==> src/design/cache_pkg.sv <==
/*
 * Shared constants and types for the direct-mapped write-back cache.
 * Modules import this package inside their bodies and name its types
 * with scoped names in their port lists.
 */
package cache_pkg;

  // word aligned accesses ignore the two low address bits
  localparam int unsigned zero_bits = 2;
  localparam int unsigned column_bits = 3;
  localparam int unsigned column_count = 2 ** column_bits;
  localparam int unsigned beat_count = 4;

  // flags on top and tag bits above the parameter tag width kept at zero
  typedef struct packed {
    logic        dirty;
    logic        valid;
    logic [29:0] tag;
  } tag_entry_t;

  // the tag RAM stores the raw word and the logic reads the entry view
  typedef union packed {
    logic [31:0] raw;
    tag_entry_t  entry;
  } tag_word_u;

  typedef struct packed {
    logic        en;
    logic [31:0] addr;
    logic [31:0] wr_data;
    logic [3:0]  wr_en;
  } cpu_req_t;

  typedef struct packed {
    logic        cmd;
    logic        cmd_en;
    logic [63:0] wr_data;
    logic [7:0]  data_mask;
  } br_req_t;

endpackage

==> src/design/burst_ctrl.sv <==
/*
 * Cache controller: lookup handshake, line refill, dirty eviction and
 * spacing of burst commands. A request counts as looked up once its
 * address has been held for two cycles, matching the registered RAM reads.
 */
`timescale 1ns/1ps

module burst_ctrl #(
  parameter int unsigned line_index_width = 8,
  parameter int unsigned ram_addr_width = 21,
  parameter int unsigned cmd_interval = 13
) (
  input  logic                      clk,
  input  logic                      rst_n,
  input  cache_pkg::cpu_req_t       req,
  input  logic                      hit,
  input  logic                      dirty,
  input  logic                      clearing,
  input  logic [29:0]               victim_tag,
  output logic                      fill_done,
  output logic                      hit_write,
  output logic                      fill,
  output logic [1:0]                beat,
  output logic [63:0]               fill_data,
  input  logic [63:0]               beat_data,
  output logic                      busy,
  output logic                      data_out_ready,
  output cache_pkg::br_req_t        br_req,
  output logic [ram_addr_width-1:0] br_addr,
  input  logic [63:0]               br_rd_data,
  input  logic                      br_rd_data_valid
);
  import cache_pkg::*;

  localparam int unsigned line_shift = column_bits + zero_bits;
  localparam int unsigned tag_width = ram_addr_width - line_index_width - line_shift;
  localparam int unsigned cnt_width = $clog2(cmd_interval + 2);

  typedef enum logic [3:0] {
    st_idle, st_write1, st_write2, st_write3, st_wait_interval,
    st_wait_read, st_read1, st_read2, st_read3, st_tag_update, st_finish
  } state_e;

  state_e                    state;
  logic [cnt_width-1:0]      cmd_count;
  logic                      cmd_q;
  logic                      cmd_en_q;
  logic [63:0]               wr_data_q;
  logic                      req_seen;
  logic [31:0]               req_addr_q;
  logic                      lookup;
  logic                      start_miss;
  logic                      start_refill;
  logic [ram_addr_width-1:0] victim_addr;
  logic [ram_addr_width-1:0] refill_addr;

  // RAM outputs belong to this address only after it was held a cycle
  assign lookup = req.en && req_seen && req_addr_q == req.addr && !clearing;
  assign start_miss   = state == st_idle && lookup && !hit && cmd_count == '0;
  assign start_refill = state == st_wait_interval && cmd_count == '0;

  assign refill_addr = {req.addr[ram_addr_width-1:line_shift], {line_shift{1'b0}}};
  assign victim_addr = {victim_tag[tag_width-1:0],
                        req.addr[line_index_width+line_shift-1:line_shift],
                        {line_shift{1'b0}}};

  always_ff @(posedge clk) begin
    if (!rst_n) begin
      state     <= st_idle;
      cmd_count <= '0;
      cmd_q     <= 1'b0;
      cmd_en_q  <= 1'b0;
      req_seen  <= 1'b0;
    end else begin
      cmd_en_q <= 1'b0;
      req_seen <= req.en && !clearing;
      if (cmd_count != '0) cmd_count <= cmd_count - 1'b1;
      if (start_miss || start_refill) begin
        cmd_en_q  <= 1'b1;
        cmd_count <= cnt_width'(cmd_interval);
        cmd_q     <= start_miss && dirty;
      end
      case (state)
        st_idle:
          if (start_miss) state <= dirty ? st_write1 : st_wait_read;
        st_write1:        state <= st_write2;
        st_write2:        state <= st_write3;
        st_write3:        state <= st_wait_interval;
        st_wait_interval: if (start_refill) state <= st_wait_read;
        st_wait_read:     if (br_rd_data_valid) state <= st_read1;
        st_read1:         state <= st_read2;
        st_read2:         state <= st_read3;
        st_read3:         state <= st_tag_update;
        st_tag_update:    state <= st_finish;
        default:          state <= st_idle;
      endcase
    end
  end

  always_ff @(posedge clk) begin
    req_addr_q <= req.addr;
    if (start_miss && dirty) br_addr <= victim_addr;
    else if (start_miss || start_refill) br_addr <= refill_addr;
    // beat 0 leaves with the command and the rest follow one per cycle
    if (start_miss || state inside {st_write1, st_write2, st_write3}) wr_data_q <= beat_data;
  end

  always_comb begin
    case (state)
      st_write1, st_read1: beat = 2'd1;
      st_write2, st_read2: beat = 2'd2;
      st_write3, st_read3: beat = 2'd3;
      default:             beat = 2'd0;
    endcase
  end

  assign fill = (state == st_wait_read && br_rd_data_valid) ||
                state inside {st_read1, st_read2, st_read3};
  assign fill_data = br_rd_data;
  assign fill_done = state == st_tag_update;
  assign hit_write = state == st_idle && lookup && hit && req.wr_en != 4'b0000;
  assign data_out_ready = state == st_idle && lookup && hit && req.wr_en == 4'b0000;
  assign busy = clearing || state != st_idle || (lookup && !hit);

  always_comb begin
    br_req.cmd       = cmd_q;
    br_req.cmd_en    = cmd_en_q;
    br_req.wr_data   = wr_data_q;
    br_req.data_mask = 8'h00;
  end

  assert property (@(posedge clk) disable iff (!rst_n) br_req.cmd_en |=> !br_req.cmd_en);
  // a command only leaves after the previous interval has run out
  assert property (@(posedge clk) disable iff (!rst_n)
    $rose(br_req.cmd_en) |-> $past(cmd_count) == '0);

endmodule

==> config.mk <==
export PLATFORM = sky130hd
export DESIGN_NAME = burst_ctrl
export DESIGN_NICKNAME = d
export VERILOG_FILES = /design/src/design/cache_pkg.sv /design/src/design/burst_ctrl.sv
export SDC_FILE = /design/constraint.sdc
export NUM_CORES = 1
export LEC_CHECK = 0
export BUFFER_PORTS_ARGS = -buffer_cell sky130_fd_sc_hd__buf_2
export CORE_AREA = 2 2 156 158
export CTS_BUF_LIST = sky130_fd_sc_hd__clkbuf_16
export DETAILED_ROUTE_END_ITERATION = 8
export DIE_AREA = 0 0 158 160
export GPL_TIMING_DRIVEN = 0
export SETUP_SLACK_MARGIN = 0.1
export SLEW_MARGIN = 30
export SYNTH_ARGS = -nofsm -noshare
export SYNTH_HDL_FRONTEND = slang
export SYNTH_SLANG_ARGS = --single-unit
==> constraint.sdc <==
create_clock -name clk -period 6.7 [get_ports clk]
set_input_delay 0 -clock clk [delete_from_list [all_inputs] [get_ports clk]]
set_output_delay 0 -clock clk [all_outputs]
set_load 0.005 [all_outputs]
# Yosys cells after proc, flatten, opt, wreduce, memory -nomap -nowiden

Index checks and enable logic that the tools add are counted.

Bits in registers: 123
Latch bits: 0
Bits in writable memories: 0
Bits in read-only memories: 0
Bits of input ports: 233
Word-level logic and storage cells: 71
Memories: 0

$add $sub $neg: 1
Multipliers: 0
Div/mod/pow operators: 0
Magnitude comparators: 0
Equality and inequality tests: 13
Shift operators: 0
Multiplexer cells: 11
Bitwise gates (word level): 1
Reduce and logical (&&, ||, !) cells: 36

Operators by type and width:

| kind                                             | count |
|---|---|
| two-way mux 21 bit                               | 2 |
| one-hot mux 4 bit (10 select lines)              | 1 |
| == test 32 bit                                   | 1 |
| two-way mux 4 bit                                | 5 |
| == test 4 x 3 -> 1 bit, second input constant    | 4 |
| logical AND 1 bit                                | 14 |
| logical NOT 4 bit                                | 3 |
| nonzero test 4 bit                               | 3 |
| == test 4 x 2 -> 1 bit, second input constant    | 2 |
| == test 4 bit, second input constant             | 2 |
| OR reduction 2 bit                               | 4 |
| inequality test 2 bit, second input constant     | 3 |
| one-hot mux 2 bit (3 select lines)               | 1 |
| nonzero test 3 bit                               | 2 |
| logical OR 1 bit                                 | 5 |
| == test 4 x 1 -> 1 bit, second input constant    | 1 |
| nonzero test 2 bit                               | 2 |
| subtractor 4 x 1 -> 4 bit, second input constant | 1 |
| two-way mux 3 bit                                | 1 |
| AND reduction 3 bit                              | 1 |
| logical NOT 1 bit                                | 2 |
| two-way mux 1 bit                                | 1 |
| NOT 1 bit                                        | 1 |

# Longest topological paths before layout

Gate-level depths: netlist of run 1.

Depth in word-level cells: 9
Depth in mapped cells: 7

# Least setup slack after synthesis of run 1

Ideal clock, no wire load.

Kind: register to register
Start point: reg req_addr_q[26]
End point: reg wr_data_q[0] (enable)
Setup time: 0.433 ns
Data arrival time: 3.011 ns
Slack: 3.256 ns
Cell stages (with the launch flop): 7
Period minus slack after synthesis: 3.444 ns
Cells stage by stage: dfxtp_1 xnor2_1 nand4_1 nor4_1 nand4_2 nor3_1 o31a_1

Word-level cells in the longest chain between the ends: 7

RTL lines:

| element                        | line              | RTL |
|---|---|---|
| start, declared                | burst_ctrl.sv:50  | `logic [31:0] req_addr_q;` |
| start signal, assigned         | burst_ctrl.sv:101 | `req_addr_q <= req.addr;` |
| == test 32 bit                 | burst_ctrl.sv:58  | `assign lookup = req.en && req_seen && req_addr_q == req.addr && !clearing;` |
| logical AND 1 bit (2 in a row) | burst_ctrl.sv:58  |  |
| logical AND 1 bit (3 in a row) | burst_ctrl.sv:59  | `assign start_miss = state == st_idle && lookup && !hit && cmd_count == '0;` |
| logical OR 1 bit               | burst_ctrl.sv:105 | `if (start_miss \|\| state inside {st_write1, st_write2, st_write3}) wr_data_q <= beat_data;` |
| end signal, assigned           | burst_ctrl.sv:105 |  |
| end, declared                  | burst_ctrl.sv:48  | `logic [63:0] wr_data_q;` |

No other way between the ends.
A chain may end at the register's enable or synchronous reset.

# Worst setup path in the final report of run 1

Start point: reg req_addr_q[14]
End point: reg wr_data_q[22] (enable)

The elaborated chain is that of the path after synthesis.

==> run_results.csv, run 1 <==
group,metric,value,unit
synth,yosysUniqueCellTypes,43,
placement,hpwl,9890,µm
clock_tree,max-clock-path-buffers,2,
clock_tree,clk-insertion-delay-late,0.42,ns
floorplan,num_rows,57,
setup_path,critPathKind,"flop to flop",
sta,fin_crit_sh,48.4,%
global_route,overflow,0,
synth,ys_async_sr_fraction,0,%
detailed_routing,viasPerCell,3.66,
setup_path,endpoint_kind,"flop",
global_route,grt_max_degree,28,
clock_tree,cts-root-buf,"clkbuf_16",
sta,skew,0.0187,ns
final_layout,n_antenna_cell,0,
sta,rsz0062_at_grt,"false",
setup_path,path_max_fanout,27,
synth,synth_largest_area_cell,"edfxtp_1",
final_layout,n_fill_cell,2366,
synth,synth_edf_count,80,
synth,synth-seq-cells,123,
synth,synth_common_cells,"edfxtp_1, buf_4, dfxtp_1",
synth,ys.warnings.count,0,
global_route,antenna_found_initial,0,
synth,ys_seq_area_share,67.5,%
power_and_ir_drop,p_leak,0.00371,µW
placement,gp_congestion,0.763,
clock_tree,post_cts_buffers,0,
clock_tree,cts_hold_buf,106,
sta,setup_viol,0,
power_and_ir_drop,ir_drop,0.000137,V
floorplan,die_y,160,µm
power_and_ir_drop,power_density,313,mW/mm²
global_route,grt_pass1_wl,19900,µm
worst_hold_path,hold_path.class,"primary input to flop",
power_and_ir_drop,p_total,2600,µW
setup_path,cp-start-kind,"flop",
detailed_routing,drc_errors,0,
floorplan,die_area,0.0253,mm²
sta,final.min_clock_period,3.24,ns
detailed_routing,detail_route.iter0.violations,78,
run_status,status,"finished, final reports clean",
detailed_routing,wl_per_cell,12.8,µm
floorplan,start_util,20.3,%
synth,synth_cells,347,
sta,relSlewSlack,36.6,%
clock_tree,htreeDepth,4,
placement,place_worst_setup_slack,3.25,ns
sta,worst_slack,3.46,ns
clock_tree,cts_tree,"yes",
synth,synth_top_area_share,49.7,%
clock_tree,clk_pin_slew,0.06,ns
clock_tree,cts_resized,0,
synth,syn_area,0.00483,mm²
global_route,grt_pass1_vias,3906,
detailed_routing,postRouteAntennaNets,0,
sta,hold_viol,0,
setup_path,worstPathRequired,6.82,ns
synth,netlist_top_cells_area,"edfxtp_1, dfxtp_1, buf_4, xnor2_1, mux2_2",
detailed_routing,dr.pass1.iters,4,
final_layout,areaGrowthSynthToFinish,72.0,%
floorplan,pin_count,399,
synth,synth_most_common_cell,"edfxtp_1",
detailed_routing,dr_total_vias,3990,
final_layout,drive_gt1_share,51.7,%
synth,synth.avg_cell_area,13.9,µm²
sta,drv_slew,0,
sta,max_freq,308,MHz
placement,io_buffers,267,
detailed_routing,routed_wl,13900,µm
floorplan,die_w,158,µm
setup_path,cp.arrival,3.36,ns
global_route,track_usage,10.4,%
sta,setup-tns-final,0,ns
clock_tree,clkSinkCount,123,
final_layout,final_nets,987,
floorplan,coreArea,0.0238,mm²
synth,synthFlopType,"edfxtp_1",
clock_tree,cts_buffers,17,
job,cap_violations,0,
sta,worst_pin_slew,0.948,ns
worst max-delay path, stage by stage, from the launching register on:
cell and delay (ns):
dfxtp_1 0.31, xnor2_1 0.18, nand4_1 0.14, nor4_1 0.57, nand4_2 0.35, nor3_1 0.42
o31a_2 0.52, buf_12 0.26, buf_16 0.18
kinds of logic after synthesis:
family | count (synthesis) | synth area share [%]
compound gates | 29 | 4.35
simple gates | 63 | 7.43
fa+ha+maj | 1 | 0.259
flops | 123 | 67.5
other cells | 1 | 0.0776
xor+xnor | 26 | 4.71
mux | 9 | 2.10
buf+inv | 95 | 13.5
per-layer routing:
metal  global-route usage (%)  vias to the layer above  share of wire [%]
li1                         -                     1956                  -
met1                     10.7                     1829                 39
met2                     19.2                      193                 51
met3                     4.12                       12                9.1
met4                     3.36                        0                1.0
met5                        0                        -                  0
power breakdown:
part	switching (µW)	total, µW	internal (µW)
combinational	329	630	301
sequential	52.1	1070	1020
clock	378	903	526
metrics by stage:
stage               hold WS (ns)  cells  area [µm²]  utilization [%]
global placement           0.127    950        6620             27.8
global route              0.0175   1090        8310             34.9
floorplan                 0.0277    359        4880                -
finish                    0.0290   1090        8310             34.9
CTS                     0.000255   1090        8310             34.9
detailed placement         0.131    952        6670             28.0
cell type report:
class,count,area [µm²],share of cell area (%)
clock inverters,15,155,1.87
clock buffers,17,425,5.12
multi-input cells,141,961,11.6
plain buffers,84,612,7.36
repair buffers,375,2440,29.4
inverters,11,41.3,0.497
well taps,324,405,4.88
flip-flops and latches,123,3260,39.3
worst paths after layout:
path / cells past startpoint / end / startpoint / slack (ns)
max: 8 / wr_data_q[22]$_DFFE_PP_ / req_addr_q[14]$_DFF_P_ / 3.46
min: 3 / cmd_count[2]$_SDFFE_PN0P_ / hit / 0.03
max reg2reg: 8 / wr_data_q[22]$_DFFE_PP_ / req_addr_q[14]$_DFF_P_ / 3.46
min reg2reg: 2 / cmd_count[1]$_SDFFE_PP0N_ / cmd_count[1]$_SDFFE_PP0N_ / 0.52
registers in the layout, summed over array words and instances (netlist names):
register    count
state           4
cmd_en_q        1
cmd_count       4
req_addr_q     32
wr_data_q      64
cmd_q           1
req_seen        1
br_addr        16
cell usage in the layout, fill, tap and decap left out, drive strengths merged, types with 3 or more instances in the layout:
master	n
conb	13
o22ai	3
a22o	3
buf	349
nand2b	8
dfxtp	43
xnor2	22
edfxtp	80
nor3	6
nand3	3
clkinvlp	3
nor2	13
inv	20
nand4	6
mux2	9
clkbuf	21
a21oi	10
nand2	7
dlygate4sd3	106
nor4	7
xor2	4
(Power assumes the default switching activity.)
==> run 2, diff against run 1 <==
--- a/config.mk
+++ b/config.mk
@@ -6,10 +6,10 @@
 export NUM_CORES = 1
 export LEC_CHECK = 0
 export BUFFER_PORTS_ARGS = -buffer_cell sky130_fd_sc_hd__buf_2
-export CORE_AREA = 2 2 156 158
+export CORE_AREA = 2 2 153 155
 export CTS_BUF_LIST = sky130_fd_sc_hd__clkbuf_16
 export DETAILED_ROUTE_END_ITERATION = 8
-export DIE_AREA = 0 0 158 160
+export DIE_AREA = 0 0 155 157
 export GPL_TIMING_DRIVEN = 0
 export SETUP_SLACK_MARGIN = 0.1
 export SLEW_MARGIN = 30
==> constraint.sdc (replaced) <==
create_clock -name clk -period 3.25 [get_ports clk]
set_input_delay 0 -clock clk [delete_from_list [all_inputs] [get_ports clk]]
set_output_delay 0 -clock clk [all_outputs]
set_load 0.005 [all_outputs]
==> run 2 against run 1 <==
  * Clock skew shrank 0.0066 ns
  * Setup slack lost 3.0 ns
  * Count of clock-buffer cells in the layout unchanged
  * Via count is 0.65% higher
  * Critical path type unchanged
  * Largest power group unchanged
==> run_results.csv, run 2 (synthesis gave the netlist of run 1 again) <==
group,metric,value,unit
final_layout,areaGrowthSynthToFinish,71.3,%
setup_path,critPathKind,"flop to flop",
clock_tree,clk_pin_slew,0.06,ns
floorplan,coreArea,0.0225,mm²
sta,worst_slack,0.443,ns
setup_path,crit_slowest_cell,"nor3_4",
final_layout,n_antenna_cell,0,
global_route,grt_max_degree,53,
setup_path,cpPeakStageDelay,0.69,ns
run_status,status,"finished, final reports clean",
detailed_routing,postRouteAntennaNets,0,
power_and_ir_drop,ir_drop,0.000321,V
sta,rsz0062_at_grt,"false",
sta,worst_pin_slew,0.913,ns
final_layout,final_common_cell,"buf_2",
placement,io_buffers,267,
setup_path,r2r-start,"req_addr_q[26]$_DFF_P_",
final_layout,largest_registers,"wr_data_q (64), req_addr_q (32), br_addr (16)",
setup_path,worstPathRequired,3.40,ns
clock_tree,htreeDepth,4,
floorplan,die_w,155,µm
placement,hpwl,9120,µm
sta,fin_crit_sh,86.4,%
clock_tree,clkSinkCount,123,
sta,hold_viol,0,
clock_tree,cts_tree,"yes",
worst_hold_path,min_delay_path_depth,3,
power_and_ir_drop,power_density,646,mW/mm²
setup_path,endpoint_kind,"flop",
detailed_routing,dr_total_vias,4016,
worst_hold_path,hold_path.class,"primary input to flop",
sta,final.min_clock_period,2.81,ns
detailed_routing,dr.pass1.iters,4,
floorplan,num_rows,55,
global_route,overflow,0,
sta,skew,0.0120,ns
final_layout,final_cell_mix,"buf_2, dlygate4sd3_1, edfxtp_1",
power_and_ir_drop,p_leak,0.00371,µW
global_route,grt_pass1_wl,20300,µm
setup_path,cp.arrival,2.96,ns
floorplan,pin_count,399,
global_route,grt_pass1_vias,4079,
detailed_routing,viasPerCell,3.82,
detailed_routing,wl_per_cell,12.9,µm
setup_path,rrSetupSlack,0.44,ns
placement,gp_congestion,0.732,
final_layout,top_register,"wr_data_q",
detailed_routing,routed_wl,13600,µm
setup_path,r2r-end,"br_addr[17]$_DFFE_PP_",
placement,dp_cells,912,
floorplan,die_area,0.0243,mm²
floorplan,start_util,21.5,%
clock_tree,cts_buffers,17,
sta,max_freq,356,MHz
sta,fin_hold_ws,0.0487,ns
sta,setup_viol,0,
final_layout,final_nets,987,
final_layout,drive_gt1_share,51.6,%
detailed_routing,drc_errors,0,
sta,drv_slew,0,
global_route,antenna_found_initial,0,
floorplan,die_y,157,µm
job,cap_violations,0,
clock_tree,max-clock-path-buffers,2,
sta,relSlewSlack,39.0,%
worst_hold_path,worstHoldStart,"hit",
setup_path,path_max_fanout,9,
clock_tree,clk-insertion-delay-late,0.41,ns
clock_tree,cts-root-buf,"clkbuf_16",
final_layout,largest_reg_flops,64,
final_layout,post-route-util,36.8,%
placement,place_worst_setup_slack,-0.0466,ns
worst_hold_path,hold_end,"cmd_count[2]$_SDFFE_PN0P_",
setup_path,cp_cell_sequence,"xnor2_1, nand4_1, nor4_2, nand4_2, nor3_4, mux2_2",
clock_tree,post_cts_buffers,0,
sta,setup-tns-final,0,ns
setup_path,cp-start-kind,"flop",
final_layout,stdcell_count,1051,
setup_path,r2r_cells,6,
detailed_routing,detail_route.iter0.violations,125,
global_route,track_usage,10.9,%
run 2: metrics by stage:
| step | area [µm²] | power [µW] |
|---|---|---|
| 2_1_floorplan | 4880 | 2830 |
| 3_5_place_dp | 6610 | 3390 |
| 3_3_place_gp | 6570 | 3330 |
| 4_1_cts | 8270 | 5420 |
| 5_1_grt | 8280 | 5660 |
| 6_report | 8280 | 5350 |
run 2: worst max-delay path: cells and delay by family, from the launching register on:
family | cells | cell delay, ns
flops | 1 | 0.33
mux | 1 | 0.41
simple gates | 4 | 1.70
xor+xnor | 1 | 0.11
run 2: layer usage:
| layer | vias up | part of all wire, % | wire length (µm) | global-route usage [%] |
|---|---|---|---|---|
| li1 | 1959 | - | - | - |
| met1 | 1804 | 39 | 5330 | 11.7 |
| met2 | 240 | 49 | 6680 | 19.0 |
| met3 | 13 | 9.6 | 1300 | 3.99 |
| met4 | 0 | 2.0 | 277 | 4.94 |
| met5 | - | 0 | 0 | 0 |
run 2: worst max path at each step:
stage / to / slack (ns) / start
after global routing: br_addr[17]$_DFFE_PP_ / 0.12 / req_addr_q[26]$_DFF_P_
after floorplan: wr_data_q[0]$_DFFE_PP_ / 0.55 / req_addr_q[26]$_DFF_P_
after CTS: wr_data_q[33]$_DFFE_PP_ / 0.23 / req_addr_q[26]$_DFF_P_
after global placement: wr_data_q[38]$_DFFE_PP_ / -0.71 / req_addr_q[22]$_DFF_P_
after detailed placement: wr_data_q[36]$_DFFE_PP_ / -0.05 / req_addr_q[26]$_DFF_P_
final: br_addr[17]$_DFFE_PP_ / 0.44 / req_addr_q[26]$_DFF_P_
run 2: report_power, final:
part,leakage (µW),internal (µW),switching (µW)
Clock,0.000282,1140,734
Sequential,0.00110,2100,107
Combinational,0.00233,600,663
Total,0.00371,3840,1500
run 2: timing repair:
action | CTS | global route
gates resized for setup | 1 | 1
gates cloned | 0 | 0
hold endpoints to repair | 117 | 0
endpoints found under the setup margin | 60 | 52
hold buffers | 107 | 0
run 2: cell type report:
type                    count  area [µm²]
well taps                 285         357
plain buffers              84         612
fillers                  2161       14200
multi-input cells         141         980
clock buffers              17         425
flip-flops and latches    123        3260
inverters                  11        41.3
repair buffers            375        2430
clock inverters            15         164
==> run 3, diff against run 2 <==
--- a/config.mk
+++ b/config.mk
@@ -6,11 +6,14 @@
 export NUM_CORES = 1
 export LEC_CHECK = 0
 export BUFFER_PORTS_ARGS = -buffer_cell sky130_fd_sc_hd__buf_2
-export CORE_AREA = 2 2 153 155
+export CELL_PAD_IN_SITES_DETAIL_PLACEMENT = 0
+export CELL_PAD_IN_SITES_GLOBAL_PLACEMENT = 1
+export CORE_AREA = 2 2 156 158
 export CTS_BUF_LIST = sky130_fd_sc_hd__clkbuf_16
 export DETAILED_ROUTE_END_ITERATION = 8
-export DIE_AREA = 0 0 155 157
+export DIE_AREA = 0 0 158 160
 export GPL_TIMING_DRIVEN = 0
+export PLACE_DENSITY_LB_ADDON = 0.1
 export SETUP_SLACK_MARGIN = 0.1
 export SLEW_MARGIN = 30
 export SYNTH_ARGS = -nofsm -noshare
==> run 3 against run 2 <==
  * Setup slack improved by 0.032 ns
  * Utilization is 2.1 points lower
  * Largest power group unchanged
  * Non-clock buffer count unchanged
  * Power down 2.5%
  * Largest cell class unchanged
  * Hold slack got worse by 0.0057 ns
  * Clock skew decreased by 0.0013 ns
==> run_results.csv, run 3 (synthesis gave the netlist of run 1 again) <==
group,metric,value,unit
final_layout,n_antenna_cell,0,
placement,hpwl,10100,µm
floorplan,die_area,0.0253,mm²
power_and_ir_drop,ir_drop,0.000295,V
sta,hold_viol,0,
placement,io_buffers,267,
final_layout,final_cell_mix,"buf_2, dlygate4sd3_1, edfxtp_1",
global_route,grt_pass1_vias,4013,
global_route,grt_pass1_wl,20100,µm
final_layout,areaGrowthSynthToFinish,71.1,%
clock_tree,clkSinkCount,123,
global_route,overflow,0,
clock_tree,max-clock-path-buffers,2,
detailed_routing,routed_wl,13500,µm
setup_path,worstPathRequired,3.35,ns
sta,skew,0.0108,ns
sta,fin_hold_ws,0.0430,ns
global_route,antenna_found_initial,0,
clock_tree,cts-root-buf,"clkbuf_16",
sta,fin_crit_sh,85.4,%
floorplan,die_w,158,µm
detailed_routing,dr_total_vias,3978,
sta,drv_slew,0,
sta,setup_viol,0,
sta,rsz0062_at_grt,"false",
clock_tree,cts_tree,"yes",
detailed_routing,dr.pass1.iters,6,
final_layout,top_register,"wr_data_q",
sta,worst_pin_slew,0.787,ns
final_layout,largest_reg_flops,64,
global_route,track_usage,10.2,%
global_route,grt_use_met1,12.2,%
power_and_ir_drop,p_total,5220,µW
floorplan,num_rows,57,
global_route,top_usage_layer,"met2",
sta,max_freq,360,MHz
detailed_routing,detail_route.iter0.violations,96,
clock_tree,clk-insertion-delay-late,0.41,ns
clock_tree,htreeDepth,4,
power_and_ir_drop,power_density,631,mW/mm²
detailed_routing,postRouteAntennaNets,0,
setup_path,cp.arrival,2.87,ns
power_and_ir_drop,p_leak,0.00370,µW
floorplan,start_util,20.3,%
floorplan,coreArea,0.0238,mm²
sta,relSlewSlack,47.4,%
detailed_routing,drc_errors,0,
final_layout,final_nets,987,
detailed_routing,viasPerCell,3.65,
setup_path,cp-start-kind,"flop",
final_layout,drive_gt1_share,51.7,%
global_route,met3_usage,4.02,%
global_route,use_met2,16.7,%
run_status,status,"finished, final reports clean",
final_layout,largest_registers,"wr_data_q (64), req_addr_q (32), br_addr (16)",
sta,final.min_clock_period,2.77,ns
floorplan,pin_count,399,
placement,gp_congestion,0.719,
final_layout,final_common_cell,"buf_2",
setup_path,endpoint_kind,"flop",
setup_path,path_max_fanout,39,
worst_hold_path,hold_path.class,"primary input to flop",
setup_path,critPathKind,"flop to flop",
job,cap_violations,0,
global_route,grt_max_degree,40,
floorplan,die_y,160,µm
detailed_routing,wl_per_cell,12.4,µm
final_layout,n_fill_cell,2468,
clock_tree,clk_pin_slew,0.06,ns
clock_tree,cts_buffers,17,
-- run 3: cell types whose count changed in the layout (fill, tap and decap cells not counted) --
cell / delta
clkinv_4: -3
inv_8: +1
buf_16: -1
inv_1: +1
clkinv_2: +2
bufinv_16: -2
clkinv_1: -2
buf_12: +1
inv_4: +4
clkinvlp_4: -1
-- run 3: layout make-up --
cell class / count / area, µm² / share of cell area (%)
well taps: 324 / 405 / 4.90
multi-input cells: 141 / 980 / 11.9
repair buffers: 375 / 2430 / 29.4
clock inverters: 15 / 113 / 1.36
inverters: 11 / 41.3 / 0.499
flip-flops and latches: 123 / 3260 / 39.5
clock buffers: 17 / 425 / 5.15
plain buffers: 84 / 612 / 7.40
-- run 3: layer usage --
metal / up-vias / part of all wire (%)
li1: 1956 / -
met1: 1786 / 43
met2: 224 / 45
met3: 12 / 11
met4: 0 / 1.1
met5: - / 0
-- run 3: path summary, 6_finish.rpt --
| check | start | to | slack (ns) | cells past startpoint |
|---|---|---|---|---|
| worst max-delay path | req_addr_q[23]$_DFF_P_ | wr_data_q[54]$_DFFE_PP_ | 0.48 | 7 |
| worst min-delay path | hit | cmd_count[2]$_SDFFE_PN0P_ | 0.04 | 3 |
| worst min register to register | cmd_count[1]$_SDFFE_PP0N_ | cmd_count[1]$_SDFFE_PP0N_ | 0.52 | 2 |
| worst max register to register | req_addr_q[23]$_DFF_P_ | wr_data_q[54]$_DFFE_PP_ | 0.48 | 7 |
-- run 3: critical path: stages, from the launching register on --
cell and delay [ns]:
dfxtp_1 0.33, nand2b_1 0.12, o2111ai_1 0.11, nor4_1 0.51, nand4_2 0.33, nor3_2 0.35, o31a_4 0.41, buf_12 0.28
-- run 3: repair_timing --
| item | 4_1_cts | 5_1_grt |
|---|---|---|
| hold buffers | 107 | 0 |
| hold endpoints to repair | 117 | 0 |
| resized for setup | 1 | 1 |
| pin swaps | 0 | 0 |
| endpoints found under the setup margin | 39 | 39 |
| setup buffers | 0 | 0 |
| gates cloned | 0 | 0 |
-- run 3: per-stage QoR --
stage | cell area (µm²) | worst slack (ns) | setup TNS [ns] | instances | util, %
6_report | 8270 | 0.475 | 0 | 1090 | 34.7
5_1_grt | 8270 | 0.141 | 0 | 1090 | 34.7
4_1_cts | 8260 | 0.237 | 0 | 1090 | 34.7
3_5_place_dp | 6650 | 0.0769 | 0 | 951 | 27.9
3_3_place_gp | 6620 | -0.564 | -35.62 | 950 | 27.8
2_1_floorplan | 4880 | 0.546 | 0 | 359 | -
-- run 3: where the power goes --
part	switching, µW	internal, µW	leakage [µW]
Clock	756	990	0.000275
Combinational	688	589	0.00233
Sequential	93.4	2100	0.00110
Total	1540	3680	0.00370
